File: config.mk
export PLATFORM = sky130hd
export DESIGN_NAME = jt900h_ctrl
export DESIGN_NICKNAME = d
export VERILOG_FILES = /design/src/design/jt900h_isa_pkg.sv /design/src/design/jt900h_ctrl_pkg.sv /design/src/design/jt900h_ctrl.sv /design/src/design/jt900h_ctrl_exec.sv /design/src/design/jt900h_ctrl_fetch.sv /design/src/design/jt900h_ctrl_seq.sv
export SDC_FILE = /design/constraint.sdc
export NUM_CORES = 1
export LEC_CHECK = 0
export BUFFER_PORTS_ARGS = -buffer_cell sky130_fd_sc_hd__buf_4
export CAP_MARGIN = 0
export CORE_MARGIN = 2
export CORE_UTILIZATION = 45
export DETAILED_ROUTE_END_ITERATION = 8
export GPL_TIMING_DRIVEN = 0
export PLACE_DENSITY = 0.66
export SLEW_MARGIN = 5
export SYNTH_ARGS = -nofsm -noshare
export SYNTH_HDL_FRONTEND = slang
export SYNTH_HIERARCHICAL = 1
export SYNTH_SLANG_ARGS = --single-unit
File: constraint.sdc
create_clock -name clk -period 2.9 [get_ports clk]
set_input_delay 0.145 -clock clk [delete_from_list [all_inputs] [get_ports clk]]
set_output_delay 0.145 -clock clk [all_outputs]
set_load 0.02 [all_outputs]
File: src/design/jt900h_isa_pkg.sv
// instruction-set definitions for the TLCS-900H control unit: opcode views, ALU codes, sizes
`default_nettype none

package jt900h_isa_pkg;

    localparam int unsigned fetch_w = 2;     // width of the consumed byte count
    localparam logic [7:0] r_index_a = 8'he0; // BS1F/BS1B destination

    typedef logic [1:0] zz_t;
    typedef logic [7:0] reg_code_t;
    typedef logic [2:0] we_t;

    localparam zz_t zz_byte = 2'd0;
    localparam zz_t zz_word = 2'd1;
    localparam zz_t zz_long = 2'd2;
    localparam zz_t zz_jp24 = 2'd3;          // 24-bit jump target fill

    typedef enum logic [5:0] {
        alu_nop, alu_move, alu_add, alu_adc, alu_sub, alu_sbc, alu_and, alu_or,
        alu_ccf, alu_bit, alu_bs1f, alu_bs1b, alu_mdec1, alu_mdec2, alu_mdec4
    } alu_op_t;

    // 11zz_1rrr and 11zz_0111
    typedef struct packed {
        logic [1:0] cls;
        zz_t        zz;
        logic       mode;                    // set for the short register form
        logic [2:0] rg;
    } prefix_t;

    // 0sss_0rrr, LD R,#
    typedef struct packed {
        logic       zero_hi;
        logic [2:0] sz;
        logic       zero_lo;
        logic [2:0] rg;
    } ldimm_t;

    typedef union packed {
        prefix_t pfx;
        ldimm_t  ldi;
    } opbyte_u;

    function automatic we_t expand_zz(zz_t zz);
        if (zz == zz_byte)
            return 3'b001;
        else if (zz == zz_word)
            return 3'b010;
        else
            return 3'b100;
    endfunction

    // short register code to the full register file address
    function automatic reg_code_t expand_reg(logic [2:0] rg, zz_t zz);
        if (zz == zz_byte)
            return {4'he, rg[2:1], 1'b0, ~rg[0]};
        else if (rg[2])
            return {4'hf, rg[1:0], 2'b00};
        else
            return {4'he, rg[1:0], 2'b00};
    endfunction

endpackage

`default_nettype wire

File: src/design/jt900h_ctrl_pkg.sv
// control unit definitions: phase encoding and the control words passed between blocks
`default_nettype none

package jt900h_ctrl_pkg;

    import jt900h_isa_pkg::*;

    typedef enum logic [2:0] {
        ph_fetch,
        ph_exec,
        ph_fill_imm,
        ph_dummy,
        ph_illegal
    } phase_t;

    typedef struct packed {
        alu_op_t     op;
        logic [31:0] imm;
        logic        smux;                   // ALU source from imm
        logic        wait_imm;               // immediate still being assembled
    } alu_ctrl_t;

    typedef struct packed {
        we_t       we;
        reg_code_t dst;
        reg_code_t src;
    } regs_ctrl_t;

    // next-state proposal from one decoder
    typedef struct packed {
        phase_t             phase;
        logic [fetch_w-1:0] fetched;
        alu_ctrl_t          alu;
        regs_ctrl_t         regs;
        zz_t                zz;
        we_t                keep_we;         // write strobe held for a later phase
        logic               flag_we;
        logic               rfp_we;
        logic               inc_rfp;
        logic               dec_rfp;
        logic               keep_pc_we;
        logic               nodummy;         // dummy phase consumes no byte
    } dec_t;

endpackage

`default_nettype wire

File: src/design/jt900h_ctrl.sv
// TLCS-900H instruction sequencing control unit, top level
`timescale 1ns/1ps
`default_nettype none

module jt900h_ctrl (
    input  logic                               clk,
    input  logic                               rst,
    input  logic                               cen,
    input  logic [31:0]                        op,      // byte 0 in bits 7:0
    input  logic                               op_ok,
    output logic [jt900h_isa_pkg::fetch_w-1:0] fetched,
    output logic                               pc_we,
    output logic                               rfp_we,
    output logic                               inc_rfp,
    output logic                               dec_rfp,
    output logic                               flag_we,
    output jt900h_ctrl_pkg::alu_ctrl_t         alu,
    output jt900h_ctrl_pkg::regs_ctrl_t        regs
);

    import jt900h_isa_pkg::*;
    import jt900h_ctrl_pkg::*;

    dec_t fetch_dec;
    dec_t exec_dec;
    zz_t  op_zz;

    jt900h_ctrl_fetch u_fetch (
        .op   (op),
        .regs (regs),
        .alu  (alu),
        .dec  (fetch_dec)
    );

    jt900h_ctrl_exec u_exec (
        .op    (op),
        .op_zz (op_zz),
        .regs  (regs),
        .alu   (alu),
        .dec   (exec_dec)
    );

    jt900h_ctrl_seq u_seq (
        .clk       (clk),
        .rst       (rst),
        .cen       (cen),
        .op        (op),
        .op_ok     (op_ok),
        .fetch_dec (fetch_dec),
        .exec_dec  (exec_dec),
        .fetched   (fetched),
        .op_zz     (op_zz),
        .pc_we     (pc_we),
        .rfp_we    (rfp_we),
        .inc_rfp   (inc_rfp),
        .dec_rfp   (dec_rfp),
        .flag_we   (flag_we),
        .alu       (alu),
        .regs      (regs)
    );

endmodule

`default_nettype wire

File: src/design/jt900h_ctrl_exec.sv
// execute-phase decoder of the second half of register-prefixed instructions
`timescale 1ns/1ps
`default_nettype none

module jt900h_ctrl_exec (
    input  logic [31:0]                 op,
    input  jt900h_isa_pkg::zz_t         op_zz,
    input  jt900h_ctrl_pkg::regs_ctrl_t regs,
    input  jt900h_ctrl_pkg::alu_ctrl_t  alu,
    output jt900h_ctrl_pkg::dec_t       dec
);

    import jt900h_isa_pkg::*;
    import jt900h_ctrl_pkg::*;

    logic imm_form;                                         // operand in the next bytes
    logic alu_form;                                         // ALU r,# needs the dummy slot

    always_comb begin
        dec         = '0;
        dec.phase   = ph_fetch;
        dec.zz      = op_zz;
        dec.alu     = alu;
        dec.regs    = regs;
        dec.regs.we = '0;
        imm_form    = 1'b0;
        alu_form    = 1'b0;
        casez (op[7:0])
            8'b1000_1???: begin                             // LD R,r
                dec.regs.src = regs.dst;
                dec.regs.dst = expand_reg(op[2:0], op_zz);
                dec.alu.op   = alu_move;
                dec.regs.we  = expand_zz(op_zz);
                dec.fetched  = 2'd1;
            end
            8'b1001_1???: begin                             // LD r,R
                dec.regs.src = expand_reg(op[2:0], op_zz);
                dec.alu.op   = alu_move;
                dec.regs.we  = expand_zz(op_zz);
                dec.fetched  = 2'd1;
            end
            8'b1010_1???: begin                             // LD r,#3
                dec.alu.imm  = {29'd0, op[2:0]};
                dec.alu.op   = alu_move;
                dec.alu.smux = 1'b1;
                dec.regs.we  = expand_zz(op_zz);
                dec.fetched  = 2'd1;
            end
            8'b0011_0011: begin                             // BIT #4,r
                dec.alu.imm  = {28'd0, op[11:8]};
                dec.alu.op   = alu_bit;
                dec.alu.smux = 1'b1;
                dec.flag_we  = 1'b1;
                dec.fetched  = 2'd2;
            end
            8'b0000_111?: begin                             // BS1F, BS1B
                dec.alu.op   = op[0] ? alu_bs1b : alu_bs1f;
                dec.regs.dst = r_index_a;
                dec.regs.we  = expand_zz(op_zz);
                dec.fetched  = 2'd1;
            end
            8'h03: begin dec.alu.op = alu_move;  imm_form = 1'b1; end   // LD r,#
            8'h3c: begin dec.alu.op = alu_mdec1; imm_form = 1'b1; end
            8'h3d: begin dec.alu.op = alu_mdec2; imm_form = 1'b1; end
            8'h3e: begin dec.alu.op = alu_mdec4; imm_form = 1'b1; end
            8'b1000_0???, 8'b1001_0???, 8'b1010_0???, 8'b1100_0???, 8'b1110_0???: begin
                // ALU R,r with source and destination swapped
                dec.regs.src = regs.dst;
                dec.regs.dst = expand_reg(op[2:0], op_zz);
                dec.alu.op   = op[7:4] == 4'b1000 ? alu_add :
                               op[7:4] == 4'b1001 ? alu_adc :
                               op[7:4] == 4'b1010 ? alu_sub :
                               op[7:4] == 4'b1100 ? alu_and : alu_or;
                dec.keep_we  = expand_zz(op_zz);
                dec.phase    = ph_dummy;
            end
            8'b1100_10??, 8'b1100_1100, 8'b1100_1110: begin  // ALU r,#
                dec.alu.op = op[2:0] == 3'd0 ? alu_add :
                             op[2:0] == 3'd1 ? alu_adc :
                             op[2:0] == 3'd2 ? alu_sub :
                             op[2:0] == 3'd3 ? alu_sbc :
                             op[2:0] == 3'd4 ? alu_and : alu_or;
                imm_form   = 1'b1;
                alu_form   = 1'b1;
            end
            default: ;
        endcase
        if (imm_form) begin
            dec.alu.smux = 1'b1;
            dec.fetched  = 2'd2;
            if (op_zz == zz_byte) begin
                dec.alu.imm = {24'd0, op[15:8]};
                dec.regs.we = expand_zz(op_zz);
                dec.nodummy = alu_form;
                dec.phase   = alu_form ? ph_dummy : ph_fetch;
            end else begin
                dec.alu.imm[7:0] = op[15:8];                // upper bytes come in fill
                dec.alu.wait_imm = 1'b1;
                dec.keep_we      = expand_zz(op_zz);
                dec.phase        = ph_fill_imm;
            end
        end
    end

endmodule

`default_nettype wire

File: src/design/jt900h_ctrl_fetch.sv
// fetch-phase decoder of the first opcode byte
`timescale 1ns/1ps
`default_nettype none

module jt900h_ctrl_fetch (
    input  logic [31:0]                 op,
    input  jt900h_ctrl_pkg::regs_ctrl_t regs,
    input  jt900h_ctrl_pkg::alu_ctrl_t  alu,
    output jt900h_ctrl_pkg::dec_t       dec
);

    import jt900h_isa_pkg::*;
    import jt900h_ctrl_pkg::*;

    opbyte_u b;
    zz_t     ld_zz;

    assign b     = op[7:0];
    assign ld_zz = b.ldi.sz == 3'd2 ? zz_byte : b.ldi.sz == 3'd3 ? zz_word : zz_long;

    always_comb begin
        dec              = '0;
        dec.phase        = ph_fetch;
        dec.alu.op       = alu_nop;
        dec.alu.imm      = alu.imm;
        dec.regs         = regs;
        dec.regs.we      = '0;
        if (b.pfx.cls == 2'b11 && (b.pfx.mode || b.pfx.rg == 3'd7)) begin
            dec.zz    = b.pfx.zz;
            dec.phase = ph_exec;
            if (b.pfx.mode) begin                           // register in the prefix
                dec.regs.dst = expand_reg(b.pfx.rg, b.pfx.zz);
                dec.fetched  = 2'd1;
            end else begin                                  // full register code in byte 1
                dec.regs.dst = op[15:8];
                dec.fetched  = 2'd2;
            end
            dec.regs.src = dec.regs.dst;
        end else if (!b.ldi.zero_hi && !b.ldi.zero_lo && b.ldi.sz inside {3'd2, 3'd3, 3'd4}) begin
            // LD R,#
            dec.zz       = ld_zz;
            dec.regs.dst = expand_reg(b.ldi.rg, ld_zz);
            dec.alu.imm  = {24'd0, op[15:8]};
            dec.alu.op   = alu_move;
            dec.alu.smux = 1'b1;
            dec.fetched  = 2'd2;
            if (ld_zz == zz_byte) begin
                dec.regs.we = expand_zz(ld_zz);
            end else begin
                dec.phase        = ph_fill_imm;
                dec.alu.wait_imm = 1'b1;
                dec.keep_we      = expand_zz(ld_zz);
            end
        end else begin
            case (op[7:0])
                8'h00: dec.fetched = 2'd1;                  // NOP
                8'h12: begin                                // CCF
                    dec.flag_we = 1'b1;
                    dec.alu.op  = alu_ccf;
                    dec.fetched = 2'd1;
                end
                8'h17: begin                                // LDF #n
                    dec.rfp_we  = 1'b1;
                    dec.alu.imm = {24'd0, op[15:8]};
                    dec.fetched = 2'd2;
                end
                8'h1a, 8'h1b: begin                         // JP #16 / JP #24
                    dec.zz           = op[0] ? zz_jp24 : zz_word;
                    dec.alu.imm      = {24'd0, op[15:8]};
                    dec.alu.wait_imm = 1'b1;
                    dec.keep_pc_we   = 1'b1;
                    dec.phase        = ph_fill_imm;
                    dec.fetched      = 2'd2;
                end
                8'h0c: begin                                // INCF
                    dec.inc_rfp = 1'b1;
                    dec.fetched = 2'd1;
                end
                8'h0d: begin                                // DECF
                    dec.dec_rfp = 1'b1;
                    dec.fetched = 2'd1;
                end
                default: ;                                  // wait for a known byte
            endcase
        end
    end

endmodule

`default_nettype wire

File: src/design/jt900h_ctrl_seq.sv
// phase sequencer: proposal select, immediate fill, memory wait and output registers
`timescale 1ns/1ps
`default_nettype none

module jt900h_ctrl_seq (
    input  logic                                       clk,
    input  logic                                       rst,
    input  logic                                       cen,
    input  logic [31:0]                                op,
    input  logic                                       op_ok,
    input  jt900h_ctrl_pkg::dec_t                      fetch_dec,
    input  jt900h_ctrl_pkg::dec_t                      exec_dec,
    output logic [jt900h_isa_pkg::fetch_w-1:0]         fetched,
    output jt900h_isa_pkg::zz_t                        op_zz,
    output logic                                       pc_we,
    output logic                                       rfp_we,
    output logic                                       inc_rfp,
    output logic                                       dec_rfp,
    output logic                                       flag_we,
    output jt900h_ctrl_pkg::alu_ctrl_t                 alu,
    output jt900h_ctrl_pkg::regs_ctrl_t                regs
);

    import jt900h_isa_pkg::*;
    import jt900h_ctrl_pkg::*;

    phase_t phase;
    dec_t   nx;
    logic   nx_pc_we;
    we_t    keep_we;
    logic   keep_pc_we;
    logic   nodummy;
    logic   mem_wait;                                       // bytes consumed last cycle

    always_comb begin
        nx            = '0;
        nx.phase      = phase;
        nx.alu        = alu;
        nx.regs       = regs;
        nx.regs.we    = '0;
        nx.zz         = op_zz;
        nx.keep_we    = keep_we;
        nx.keep_pc_we = keep_pc_we;
        nx.nodummy    = nodummy;
        nx_pc_we      = 1'b0;
        if (op_ok && !mem_wait) begin
            case (phase)
                ph_fetch: nx = fetch_dec;
                ph_exec:  nx = exec_dec;
                ph_fill_imm: begin
                    nx.phase        = ph_fetch;
                    nx.alu.wait_imm = 1'b0;
                    nx.regs.we      = keep_we;
                    nx_pc_we        = keep_pc_we;
                    nx.keep_we      = '0;
                    nx.keep_pc_we   = 1'b0;
                    case (op_zz)
                        zz_word: begin
                            nx.alu.imm[31:8] = {16'd0, op[7:0]};
                            nx.fetched       = 2'd1;
                        end
                        zz_long: begin
                            nx.alu.imm[31:8] = op[23:0];
                            nx.fetched       = 2'd3;
                        end
                        zz_jp24: begin                      // top byte already clear
                            nx.alu.imm[23:8] = op[15:0];
                            nx.fetched       = 2'd2;
                        end
                        default: ;
                    endcase
                end
                ph_dummy: begin
                    nx.phase   = ph_fetch;
                    nx.regs.we = keep_we;                   // ALU result lands now
                    nx.keep_we = '0;
                    nx.nodummy = 1'b0;
                    nx.fetched = nodummy ? 2'd0 : 2'd1;
                end
                default: nx.phase = ph_illegal;
            endcase
        end
    end

    assign fetched = nx.fetched;

    always_ff @(posedge clk or posedge rst) begin
        if (rst) begin
            phase      <= ph_fetch;
            op_zz      <= zz_byte;
            keep_we    <= '0;
            keep_pc_we <= 1'b0;
            nodummy    <= 1'b0;
            mem_wait   <= 1'b0;
            alu        <= '{op: alu_nop, default: '0};
            regs       <= '0;
            pc_we      <= 1'b0;
            rfp_we     <= 1'b0;
            inc_rfp    <= 1'b0;
            dec_rfp    <= 1'b0;
            flag_we    <= 1'b0;
        end else if (cen) begin
            phase      <= nx.phase;
            op_zz      <= nx.zz;
            keep_we    <= nx.keep_we;
            keep_pc_we <= nx.keep_pc_we;
            nodummy    <= nx.nodummy;
            mem_wait   <= nx.fetched != '0;
            alu        <= nx.alu;
            regs       <= nx.regs;
            pc_we      <= nx_pc_we;
            rfp_we     <= nx.rfp_we;
            inc_rfp    <= nx.inc_rfp;
            dec_rfp    <= nx.dec_rfp;
            flag_we    <= nx.flag_we;
        end
    end

endmodule

`default_nettype wire

* After elaboration in Yosys (flattened, before gate mapping)
Index checks and enable logic that the tools add are counted.
Word-level totals: register bits after elaboration 75, word-level logic and storage cells 214
Operators by class: equality and inequality tests 55, muxes and demuxes 90, bitwise logic cells 2, reduce and logical (&&, ||, !) cells 47
Operators by type and width (number):
- $mux W43 | 2
- $mux W72 | 1
- $pmux W24 S3 | 1
- $pmux W33 S2 | 1
- $mux W8 | 7
- $pmux W6 S8 | 1
- $pmux W8 S2 | 3
- $mux W6 | 7
- $eq A5 B5 Y1 const B | 8
- $mux W37 | 1
- $pmux W18 S2 | 1
- $mux W3 | 11
- $eq A8 B5 Y1 const B | 4
- $eq A8 B6 Y1 const B | 4
- $mux W32 | 1
- $pmux W16 S2 | 1
- $pmux W3 S3 | 3
- $mux W24 | 1
- $mux W2 | 11
- $mux W1 | 21
- $mux W5 | 4
- $eq A3 B2 Y1 const B | 6
- $ne A3 B3 Y1 const B | 6
- $pmux W9 S2 | 1
- 42 further kinds | 87

* Logic depth before layout (Yosys ltp)
Gate-level depths: netlist of run 1.
depth in word-level cells 11, depth in mapped cells 11

* Hierarchy
The synthesis of run 1 kept the hierarchy.
By module, submodules not included:
- jt900h_ctrl_seq | instances 1, cells each 389, area an instance 3862.5 µm², seq. area each 1876.8 µm²
- jt900h_ctrl_exec | instances 1, cells each 189, area an instance 1167.4 µm², seq. area each 0.0 µm²
- jt900h_ctrl_fetch | instances 1, cells each 133, area an instance 908.4 µm², seq. area each 0.0 µm²

* Least setup slack after synthesis of run 1
OpenSTA, ideal clock, no wires.
path kind flip-flop to flip-flop, from register u_seq.op_zz[1], to register, netlist name u_seq/alu[23], arrival 1.821 ns, required time 2.765 ns, slack 0.944 ns, stages on the path, launching flop included 9, period minus slack after synthesis 1.956 ns, cells stage by stage dfrtp_1 > or2_2 > o21ai_0 > a221oi_2 > clkbuf_1 > and2_1 > a22o_1 > a222oi_1 > o21ai_0
RTL lines:
- from (decl) | line jt900h_ctrl_seq.sv:14 | output jt900h_isa_pkg::zz_t op_zz,
- from (signal assigned) | line jt900h_ctrl_seq.sv:90 | op_zz <= zz_byte;
- from (signal assigned) | line jt900h_ctrl_seq.sv:104 | op_zz <= nx.zz;

==> results of run 1 <==
==> Yosys cell counts, types with 9 or more instances <==
| library cell | instances | area (um^2) |
|---|---|---|
| a222oi_1 | 16 | 160 |
| a221o_1 | 9 | 90.1 |
| clkbuf_1 | 20 | 75.1 |
| nand2_1 | 84 | 315 |
| buf_2 | 21 | 105 |
| and2_1 | 58 | 363 |
| o21ai_1 | 13 | 65.1 |
| nor3_1 | 9 | 45.0 |
| dfrtp_1 | 75 | 1880 |
| mux2i_1 | 49 | 490 |
| a22o_1 | 25 | 219 |
| nand2b_1 | 10 | 62.6 |
| o21ai_0 | 63 | 315 |
| inv_1 | 19 | 71.3 |
| buf_4 | 24 | 180 |
| a21oi_1 | 28 | 140 |
| nor2_1 | 49 | 184 |
==> worst reg2reg max path: cells and delay by family (launching register included) <==
family          cells  cell delay (ns)
compound gates      5             1.07
flops               1             0.51
buf+inv             1             0.39
simple gates        2             0.36
==> power groups by stage <==
stage               logic, mW  registers, mW  clock network [mW]
finish                  0.351           1.07                1.05
CTS                     0.346           1.07                1.07
floorplan               0.203           1.10                   0
global route            0.380           1.07                1.11
detailed placement      0.344           1.09                   0
global placement        0.335           1.09                   0
==> flip-flops by register name, summed over array words and instances, names as in the netlist <==
register	flops
u_seq/flag_we	1
u_seq/rfp_we	1
u_seq/inc_rfp	1
u_seq/regs	19
u_seq/mem_wait	1
u_seq/phase	3
u_seq/keep_we	3
u_seq/op_zz	2
u_seq/alu	40
u_seq/pc_we	1
u_seq/keep_pc_we	1
u_seq/dec_rfp	1
u_seq/nodummy	1
==> per-layer routing <==
layer  up-vias  GRT usage
met5         -          0
met3        39     0.0340
met4         0      0.110
met1      2889      0.381
li1       2772          -
met2       248      0.430
==> what timing repair did <==
action / 4_1_cts / 5_1_grt
endpoints found under the hold margin: 38 / 0
hold buffers: 1 / 0
gates resized for setup: 0 / 0
==> cells in the final DEF, fill, tap and decap left out, types with 14 or more instances in the layout <==
cell type / instances
o21ai_0: 63
a222oi_1: 16
inv_1: 18
and2_1: 58
buf_4: 117
buf_2: 21
nor2_1: 49
dfrtp_1: 75
a22o_1: 25
conb_1: 14
nand2_1: 84
clkbuf_1: 22
a21oi_1: 28
mux2i_1: 49
==> cell families after synthesis <==
family                   Yosys count
multiplexers                      61
flip-flops                        75
adder cells (fa/ha/maj)            4
other                              2
AO/OA/AOI/OAI                    211
AND/OR/NAND/NOR                  265
buffers and inverters             93
==> path summary, 6_finish.rpt <==
check	start	endpoint	depth (start not counted)
max	op[5]	fetched[1]	12
max reg2reg	u_seq/op_zz[1]	u_seq/alu[19]	8
min in group asynchronous	rst	u_seq/nodummy	3
max in group asynchronous	rst	u_seq/regs[12]	4
min	op[23]	u_seq/alu[33]	3
min reg2reg	u_seq/keep_we[0]	u_seq/keep_we[0]	2
==> metrics by stage <==
stage	power (mW)	worst slack, ns	util
finish	2.47	0.305	0.563
floorplan	1.30	0.845	-
CTS	2.48	0.337	0.563
global route	2.56	0.206	0.563
global placement	1.42	-0.278	0.540
detailed placement	1.43	0.274	0.542
==> area by class of cell <==
| cell class | instances | area, um^2 | share of cell area |
|---|---|---|---|
| multi-input combinational | 555 | 3630 | 0.504 |
| sequential | 75 | 1880 | 0.261 |
| timing repair buffer | 95 | 728 | 0.101 |
| buffer | 72 | 399 | 0.0555 |
| clock buffer | 12 | 246 | 0.0343 |
| tap | 172 | 215 | 0.0299 |
| inverter | 21 | 83.8 | 0.0117 |
| clock inverter | 3 | 15.0 | 0.00209 |
==> metrics.txt, run 1 <==
number of clock sinks 75; top sig layer met4; GP Congestion 0.929; met2 wire length 8940 um; TritonCTS clock tree done; Root Buffer clkbuf_16; HP Class in2reg; clock latency on the worst-skew pair 0.35 ns; die area 14100 um^2; Crit path largest cell delay 0.35 ns; n_diodes 0; Yosys Warn Count 6; combinational power share 0.142; row cnt 41; Yosys reg bits 75; CP dominant cell by count buf_4; total CTS buffers 9; Max Freq 385 MHz; post-DR wirelength/cell 19.3 um; Post-Synth Adder-Cell Area 0.00843; core box area 12800 um^2; total number of vias 5948; post-synthesis mux area share 0.110; ys async rst share 1.00; setup bufs post-CTS 0; # DRC 0; Placed Area 6920 um^2; post-synthesis cell area 5940 um^2; Finished Cell Area 7190 um^2; H-Tree Depth 3; final count of hold timing violations 0; worst-margin pin slew 0.894 ns; PwrDens 343 nW/um^2; clk_skew 0.00390 ns; syn_area_per_cell 8.35 um^2; Gate Count Post-Synth 711; switching power 676 uW; sequential share of power 0.434; crit-path max FO 12; outcome finished clean; library cells used by synthesis 74; first-pass GRT wire length 30400 um; crit path time final 2.59 ns; Initial Utilization 0.465; Pint 1.79 mW; met1 WL 8620 um; CTS clock-pin slew for the worst setup and hold paths 0.06 ns; dpl hpwl 14300 um; CP max stage cell o21ai_2; Worst EP required 2.76 ns; Final period util 0.895; compound-cell area share of the yosys netlist 0.252; Final Max Tran Viols 0; Seq/Total Area, Yosys 0.316; final setup TNS 0 ns; DP Cell Count 989; Critical Path, Cell by Cell buf_4 > nor2b_2 > o21ai_2 > inv_4 > a21oi_4 > clkbuf_2 > o21ai_0 > mux2i_1 > o32ai_1 > and2_1 > buf_4 > buf_4; largest net degree at the start of global routing 40; power share of the clock group 0.424; initial antenna violation count 0; metal3 WL 1310 um; I/O pins 102; Max Cap Viol 0; CP Launch Type primary input; Hold WS 0.0822 ns; final setup violation count 0; # fillers 1206; die height 119 um; Post-synth top flop dfrtp_1; Vias/cell 5.92; number of flops mapped to enable cells by yosys 0; vias in the first global route 5617; Iter 0 DRT Violations 573; largest family of logic cells by synthesized area compound AO/OA/AOI/OAI gates; crit-path leading delay family compound AO/OA/AOI/OAI gates; post-synthesis xor/xnor area fraction 0; DR pass1 iterations 7; Detailed Route WL 19400 um; Cell Count, Final, Fillers Out 1005; I/O Buffers 93; Syn-to-layout area delta 21.1%; switching share of power 0.274; worst IR drop on VDD 228 uV; Max-slew headroom 0.399; RSZ-0062 raised after global routing no; static leakage 3.20 nW; CP Class in2out; All-Layer GR Usage 0.273; Crit path arrival time 2.45 ns; Detail Route Antenna Nets 0; CTS max path bufs 2; Congestion Overflow GR 0; nets@finish 869; worst path buffer plus inverter count 5; simple logic cell fraction of the synthesized area 0.231; Die Width 119 um; Reg2Reg Setup Slack 0.47 ns; layout cell share with drive strength beyond 1 0.228; Worst setup EP type primary output
Note: power is estimated with default switching activity, not from simulation.
==> run 2: changes to the inputs <==
--- a/config.mk
+++ b/config.mk
@@ -11,7 +11,9 @@
 export CORE_UTILIZATION = 45
 export DETAILED_ROUTE_END_ITERATION = 8
 export GPL_TIMING_DRIVEN = 0
+export MAX_ROUTING_LAYER = met4
 export PLACE_DENSITY = 0.66
+export RECOVER_POWER = 25
 export SLEW_MARGIN = 5
 export SYNTH_ARGS = -nofsm -noshare
 export SYNTH_HDL_FRONTEND = slang
==> metrics.txt, run 2 (synthesis results as in run 1) <==
CTS max path bufs 2 (unchanged); commonest non-fill, non-tap cell in the layout buf_4; violated checks capacitance limit, slew limit; nets@finish 869 (unchanged); final setup violation count 0 (unchanged); post-DR wirelength/cell 19.0 um (-1.5%); Final period util 0.889 (-0.00549); Root Buffer clkbuf_16; DR pass1 iterations 5 (-2); Iter 0 DRT Violations 558 (-2.6%); Detail Route Antenna Nets 0 (unchanged); Reg2Reg Setup Slack 0.46 ns (about the same); number of clock sinks 75 (unchanged); I/O Buffers 93 (unchanged); hold path cells 3 (unchanged); Congestion Overflow GR 0 (unchanged); outcome complete, but fails checks; CP max stage cell o21ai_2; Max Cap Viol 1 (+1); final setup TNS 0 ns (unchanged); clock latency on the worst-skew pair 0.34 ns (about the same); dpl hpwl 14200 um (-0.43%); Max-slew headroom -0.249 (-0.648); crit-path max FO 12 (unchanged); pre-CTS setup slack 0.312 ns (+0.0371 ns); layout cell share with drive strength beyond 1 0.206 (-0.0216); Max Freq 388 MHz (+0.62%); total CTS buffers 9 (unchanged); I/O pins 102 (unchanged); multi-input logic area 3630 um^2 (unchanged); TritonCTS clock tree done; max reg flops 40 (unchanged); worst-margin pin slew 1.86 ns (+0.970 ns); row cnt 41 (unchanged); top flop regs u_seq/alu: 40 flops, u_seq/regs: 19 flops; All-Layer GR Usage 0.280 (+0.00679); Worst EP required 2.76 ns (about the same); Critical R2R Capture u_seq/alu[19]; n_diodes 0 (unchanged); Reg2Reg Depth 8 (unchanged); Detailed Route WL 19100 um (-1.5%); FF-to-FF Start u_seq/op_zz[1]; H-Tree Depth 3 (unchanged); register area 1880 um^2 (unchanged); setup bufs post-CTS 0 (unchanged); die area 14100 um^2 (unchanged); # fillers 1233 (+2.2%); Final Max Tran Viols 38 (+38); RSZ-0062 raised after global routing no; worst path buffer plus inverter count 5 (unchanged); PwrDens 345 nW/um^2 (+0.64%); worst IR drop on VDD 245 uV (+7.3%); Die Width 119 um (unchanged); Crit path largest cell delay 0.34 ns (about the same); DP Cell Count 989 (unchanged); Cell Count, Final, Fillers Out 1005 (unchanged); Critical Path, Cell by Cell buf_4 > nor2b_2 > o21ai_2 > inv_4 > a21oi_4 > clkbuf_2 > o21ai_0 > mux2i_1 > o32ai_1 > and2_1 > buf_4 > buf_4; crit path time final 2.58 ns (-0.0159 ns); core box area 12800 um^2 (unchanged); HP Start op[16]; CP startpoint op[5]; hold worst-path end u_seq/alu[26]; Vias/cell 5.94 (+0.42%); GP Congestion 0.951 (+2.3%); total number of vias 5973 (+0.42%); Worst setup EP type primary output; Crit path arrival time 2.43 ns (-0.02 ns); CP dominant cell by count buf_4; clk_skew 0.00485 ns (+0.000952 ns); Largest Register u_seq/alu; HP Class in2reg; first-pass GRT wire length 30500 um (about the same); most frequent cells in the layout buf_4 (100), nand2_1 (84), dfrtp_1 (75); initial antenna violation count 0 (unchanged); largest net degree at the start of global routing 39 (-2.5%); crit-path leading delay family compound AO/OA/AOI/OAI gates; final count of hold timing violations 0 (unchanged); vias in the first global route 5633 (+0.28%); # DRC 0 (unchanged); PnR worst setup slack 0.321 ns (+0.0159 ns); Syn-to-layout area delta 20.1%; CP Class in2out; die height 119 um (unchanged); Core Util, Final 0.558 (-0.00480); static leakage 3.12 nW (-2.5%); Hold WS 0.0954 ns (+0.0132 ns); CTS clock-pin slew for the worst setup and hold paths 0.06 ns (about the same); CP Launch Type primary input; Initial Utilization 0.465 (unchanged)
run 2: power breakdown:
| part | switching (mW) | leakage, nW | total (mW) | internal, mW |
|---|---|---|---|---|
| combinational | 0.210 | 1.96 | 0.346 | 0.135 |
| sequential | 0.0116 | 1.03 | 1.07 | 1.06 |
| clock | 0.447 | 0.126 | 1.05 | 0.598 |
| total | 0.669 | 3.12 | 2.46 | 1.79 |
run 2: metrics by stage:
step | total power, mW | cell area (um^2)
global route | 2.56 | 7130
finish | 2.46 | 7130
detailed placement | 1.43 | 6920
global placement | 1.42 | 6900
CTS | 2.48 | 7190
floorplan | 1.30 | 5980
run 2: worst register-to-register path: stages, from the launching register on:
cell	delay [ns]
dfrtp_1	0.51
or2_2	0.18
o21ai_0	0.09
a221oi_2	0.57
clkbuf_1	0.42
and2_1	0.20
a22o_1	0.12
a222oi_1	0.07
o21ai_0	0.20
run 2: worst max-delay path by stage:
stage          cells past startpoint  slack (ns)            end
3_3_place_gp                       2       -0.28  u_seq/regs[6]
2_1_floorplan                      1        0.85   u_seq/alu[0]
6_report                          12        0.32     fetched[1]
4_1_cts                           12        0.35     fetched[1]
5_1_grt                           12        0.22     fetched[1]
3_5_place_dp                      11        0.31  u_seq/alu[14]
run 2: timing repair:
action / CTS / global route
resized for setup: 0 / 0
endpoints found under the hold margin: 37 / 0
hold buffers: 1 / 0
run 2: per-layer routing:
metal / vias up / routed length [um] / GRT usage
met1: 2877 / 8440 / 0.393
met4: 0 / 503 / 0.106
met3: 41 / 1470 / 0.0340
li1: 2767 / - / -
met2: 288 / 8660 / 0.415
met5: - / 0 / -
run 2: final cells by class:
cell class | count | area share
Multi-Input combinational cell | 555 | 0.509
Sequential cell | 75 | 0.263
Timing Repair Buffer | 95 | 0.0937
Buffer | 72 | 0.0558
Clock buffer | 13 | 0.0351
Tap cell | 172 | 0.0302
Inverter | 21 | 0.0116
Clock inverter | 2 | 0.00176
==> run 3: changes to the inputs <==
--- a/config.mk
+++ b/config.mk
@@ -12,10 +12,9 @@
 export DETAILED_ROUTE_END_ITERATION = 8
 export GPL_TIMING_DRIVEN = 0
 export MAX_ROUTING_LAYER = met4
-export PLACE_DENSITY = 0.66
+export PLACE_DENSITY = 0.68
 export RECOVER_POWER = 25
 export SLEW_MARGIN = 5
 export SYNTH_ARGS = -nofsm -noshare
 export SYNTH_HDL_FRONTEND = slang
-export SYNTH_HIERARCHICAL = 1
 export SYNTH_SLANG_ARGS = --single-unit
==> metrics.txt, run 3 <==
library cells used by synthesis 81 (+9.5%); layout cell share with drive strength beyond 1 0.272 (+0.0658); # DRC 0 (unchanged); final count of hold timing violations 1 (+1); Final period util 0.946 (+0.0563); vias in the first global route 4325 (-23%); most instantiated cells after synthesis dfrtp_1 (73), nand2_1 (33), a22o_1 (27), clkbuf_1 (27), inv_1 (27); clk_skew 0.00981 ns (+0.00496 ns); nets@finish 621 (-29%); Detail Route Antenna Nets 0 (unchanged); Root Buffer clkbuf_8; PwrDens 808 nW/um^2 (+130%); Worst setup EP type primary output; final setup TNS 0 ns (unchanged); # fillers 938 (-24%); CP Launch Type register; Congestion Overflow GR 0 (unchanged); n_diodes 0 (unchanged); violated checks hold timing, capacitance limit, slew limit; number of flops mapped to enable cells by yosys 0 (unchanged); crit path time final 2.74 ns (+0.163 ns); static leakage 2.62 nW (-16%); dpl hpwl 11300 um (-21%); synth top area cells dfrtp_1 (40%), a22o_1 (5.2%), mux2_4 (4.0%); Tot Pwr 4.55 mW (+85%); max reg flops 38 (-5.0%); pre-CTS setup slack 0.273 ns (-0.0385 ns); Vias/cell 6.03 (+1.4%); clock latency on the worst-skew pair 0.37 ns (+0.03 ns); post-synthesis cell area 4560 um^2 (-23%); Final Max Tran Viols 70 (+84%); total number of vias 4320 (-28%); Syn-to-layout area delta 23.8%; Hold WS -0.00179 ns (-0.0972 ns); ys async rst share 1.00 (unchanged); All-Layer GR Usage 0.290 (+0.0102); area leader, netlist dfrtp_1; outcome complete, but fails checks; GP Congestion 0.977 (+2.7%); HP Class in2reg; TritonCTS clock tree done; Yosys reg bits 73 (-2.7%); Die Width 105 um (-12%); die height 105 um (-12%); Iter 0 DRT Violations 273 (-51%); CP Class reg2out; row cnt 36 (-12%); Post-synth top flop dfrtp_1; syn_area_per_cell 9.61 um^2 (+15%); most frequent cell after synthesis dfrtp_1; largest net degree at the start of global routing 70 (+79%); most frequent cells in the layout buf_4 (92), dfrtp_1 (73), nand2_1 (33); Max Freq 365 MHz (-6.0%); first-pass GRT wire length 24200 um (-20%); worst IR drop on VDD 437 uV (+79%); Largest Register u_seq.alu; CTS clock-pin slew for the worst setup and hold paths 0.09 ns (+0.03 ns); Detailed Route WL 15300 um (-20%); Initial Utilization 0.464 (-0.000944); Max-slew headroom -0.133 (+0.117); top flop regs u_seq.alu: 38 flops, u_seq.regs: 19 flops; DP Cell Count 698 (-29%); Max Cap Viol 1 (unchanged); Yosys Warn Count 0 (-6); CTS max path bufs 2 (unchanged); top cell type's share of synthesized area 0.401 (+0.0849); Cell Count, Final, Fillers Out 717 (-29%); post-DR wirelength/cell 21.4 um (+13%); register area 1830 um^2 (-2.7%); initial antenna violation count 0 (unchanged); I/O pins 102 (unchanged); PnR worst setup slack 0.158 ns (-0.163 ns); Gate Count Post-Synth 474 (-33%); H-Tree Depth 3 (unchanged); Crit path arrival time 2.60 ns (+0.17 ns); die area 10900 um^2 (-23%); Seq/Total Area, Yosys 0.401 (+0.0849); commonest non-fill, non-tap cell in the layout buf_4; total CTS buffers 9 (unchanged); Worst EP required 2.76 ns (about the same); multi-input logic area 2420 um^2 (-33%); number of clock sinks 73 (-2.7%); crit-path max FO 10 (-2); core box area 9820 um^2 (-23%); RSZ-0062 raised after global routing no; worst-margin pin slew 1.70 ns (-0.165 ns); final setup violation count 0 (unchanged); DR pass1 iterations 6 (+1); I/O Buffers 89 (-4.3%); Core Util, Final 0.574 (+0.0160)
[run 3: cell types whose count changed after synthesis, moves of 8 or more]
cell / before / now
o21ai_1: 13 / 4
buf_4: 24 / 4
o21ai_0: 63 / 19
inv_1: 19 / 27
nor2_1: 49 / 24
mux2i_1: 49 / 8
nand2_1: 84 / 33
a21oi_1: 28 / 19
a31oi_1: 2 / 10
a222oi_1: 16 / 0
and2_1: 58 / 3
buf_2: 21 / 10
[run 3: path summary, 6_finish.rpt]
kind                       slack [ns]           start             end  depth (start not counted)
max                              0.16  u_seq.phase[0]      fetched[1]                          7
min                            -0.002          op[21]   u_seq.alu[31]                          2
min reg2reg                      0.49   u_seq.regs[4]   u_seq.regs[4]                          2
min in group asynchronous        0.23             rst   u_seq.alu[31]                          3
max in group asynchronous        0.80             rst  u_seq.regs[10]                          4
max reg2reg                      0.21  u_seq.phase[1]   u_seq.alu[19]                          8
[run 3: what timing repair did]
action | 4_1_cts | 5_1_grt
hold endpoints to repair | 75 | 0
setup buffers | 0 | 0
gates resized for setup | 0 | 1
hold buffers | 3 | 0
endpoints found under the setup margin | 0 | 1
[run 3: final cells by class]
| cell class | count | area share |
|---|---|---|
| well taps | 133 | 0.0295 |
| clock inverters | 7 | 0.0140 |
| multi-input cells | 329 | 0.429 |
| clock buffers | 9 | 0.0220 |
| repair buffers | 93 | 0.125 |
| inverters | 28 | 0.0189 |
| flip-flops and latches | 73 | 0.324 |
| plain buffers | 45 | 0.0375 |
[run 3: where the power goes]
group / switching (mW) / internal, mW
clock network: 0.445 / 0.406
registers: 0.213 / 1.34
logic: 1.23 / 0.915
total: 1.89 / 2.67
[run 3: kinds of logic (layout without fill, tap and decap cells)]
| family | Yosys count | count (layout) | share of synthesized area |
|---|---|---|---|
| AOI/OAI and AO/OA | 164 | 164 | 0.278 |
| adders and majority gates | 6 | 6 | 0.0165 |
| buffers and inverters | 73 | 182 | 0.0695 |
| DFF | 73 | 73 | 0.401 |
| muxes | 26 | 26 | 0.0720 |
| other | 1 | 2 | 0.000823 |
| and+or+nand+nor | 131 | 131 | 0.162 |
[run 3: worst max-delay path: stages, from the launching register on]
cell	delay [ns]
dfrtp_1	0.37
clkbuf_1	0.38
nor3b_1	0.31
clkbuf_1	0.51
a211oi_1	0.25
nor2_1	0.16
buf_4	0.12
buf_4	0.12
[run 3: layer usage]
metal,track usage,vias up,share of wire
met2,0.453,186,0.47
met4,0.109,0,0.027
met1,0.387,2109,0.44
met5,-,-,0
li1,-,1992,-
met3,0.0405,33,0.064
[run 3: metrics by stage]
step | hold slack (ns) | area (um^2)
2_1_floorplan | 0.278 | 4560
6_report | -0.00179 | 5640
4_1_cts | 0.00168 | 5660
3_5_place_dp | 0.0329 | 5420
3_3_place_gp | 0.369 | 5390
5_1_grt | 0.00477 | 5640
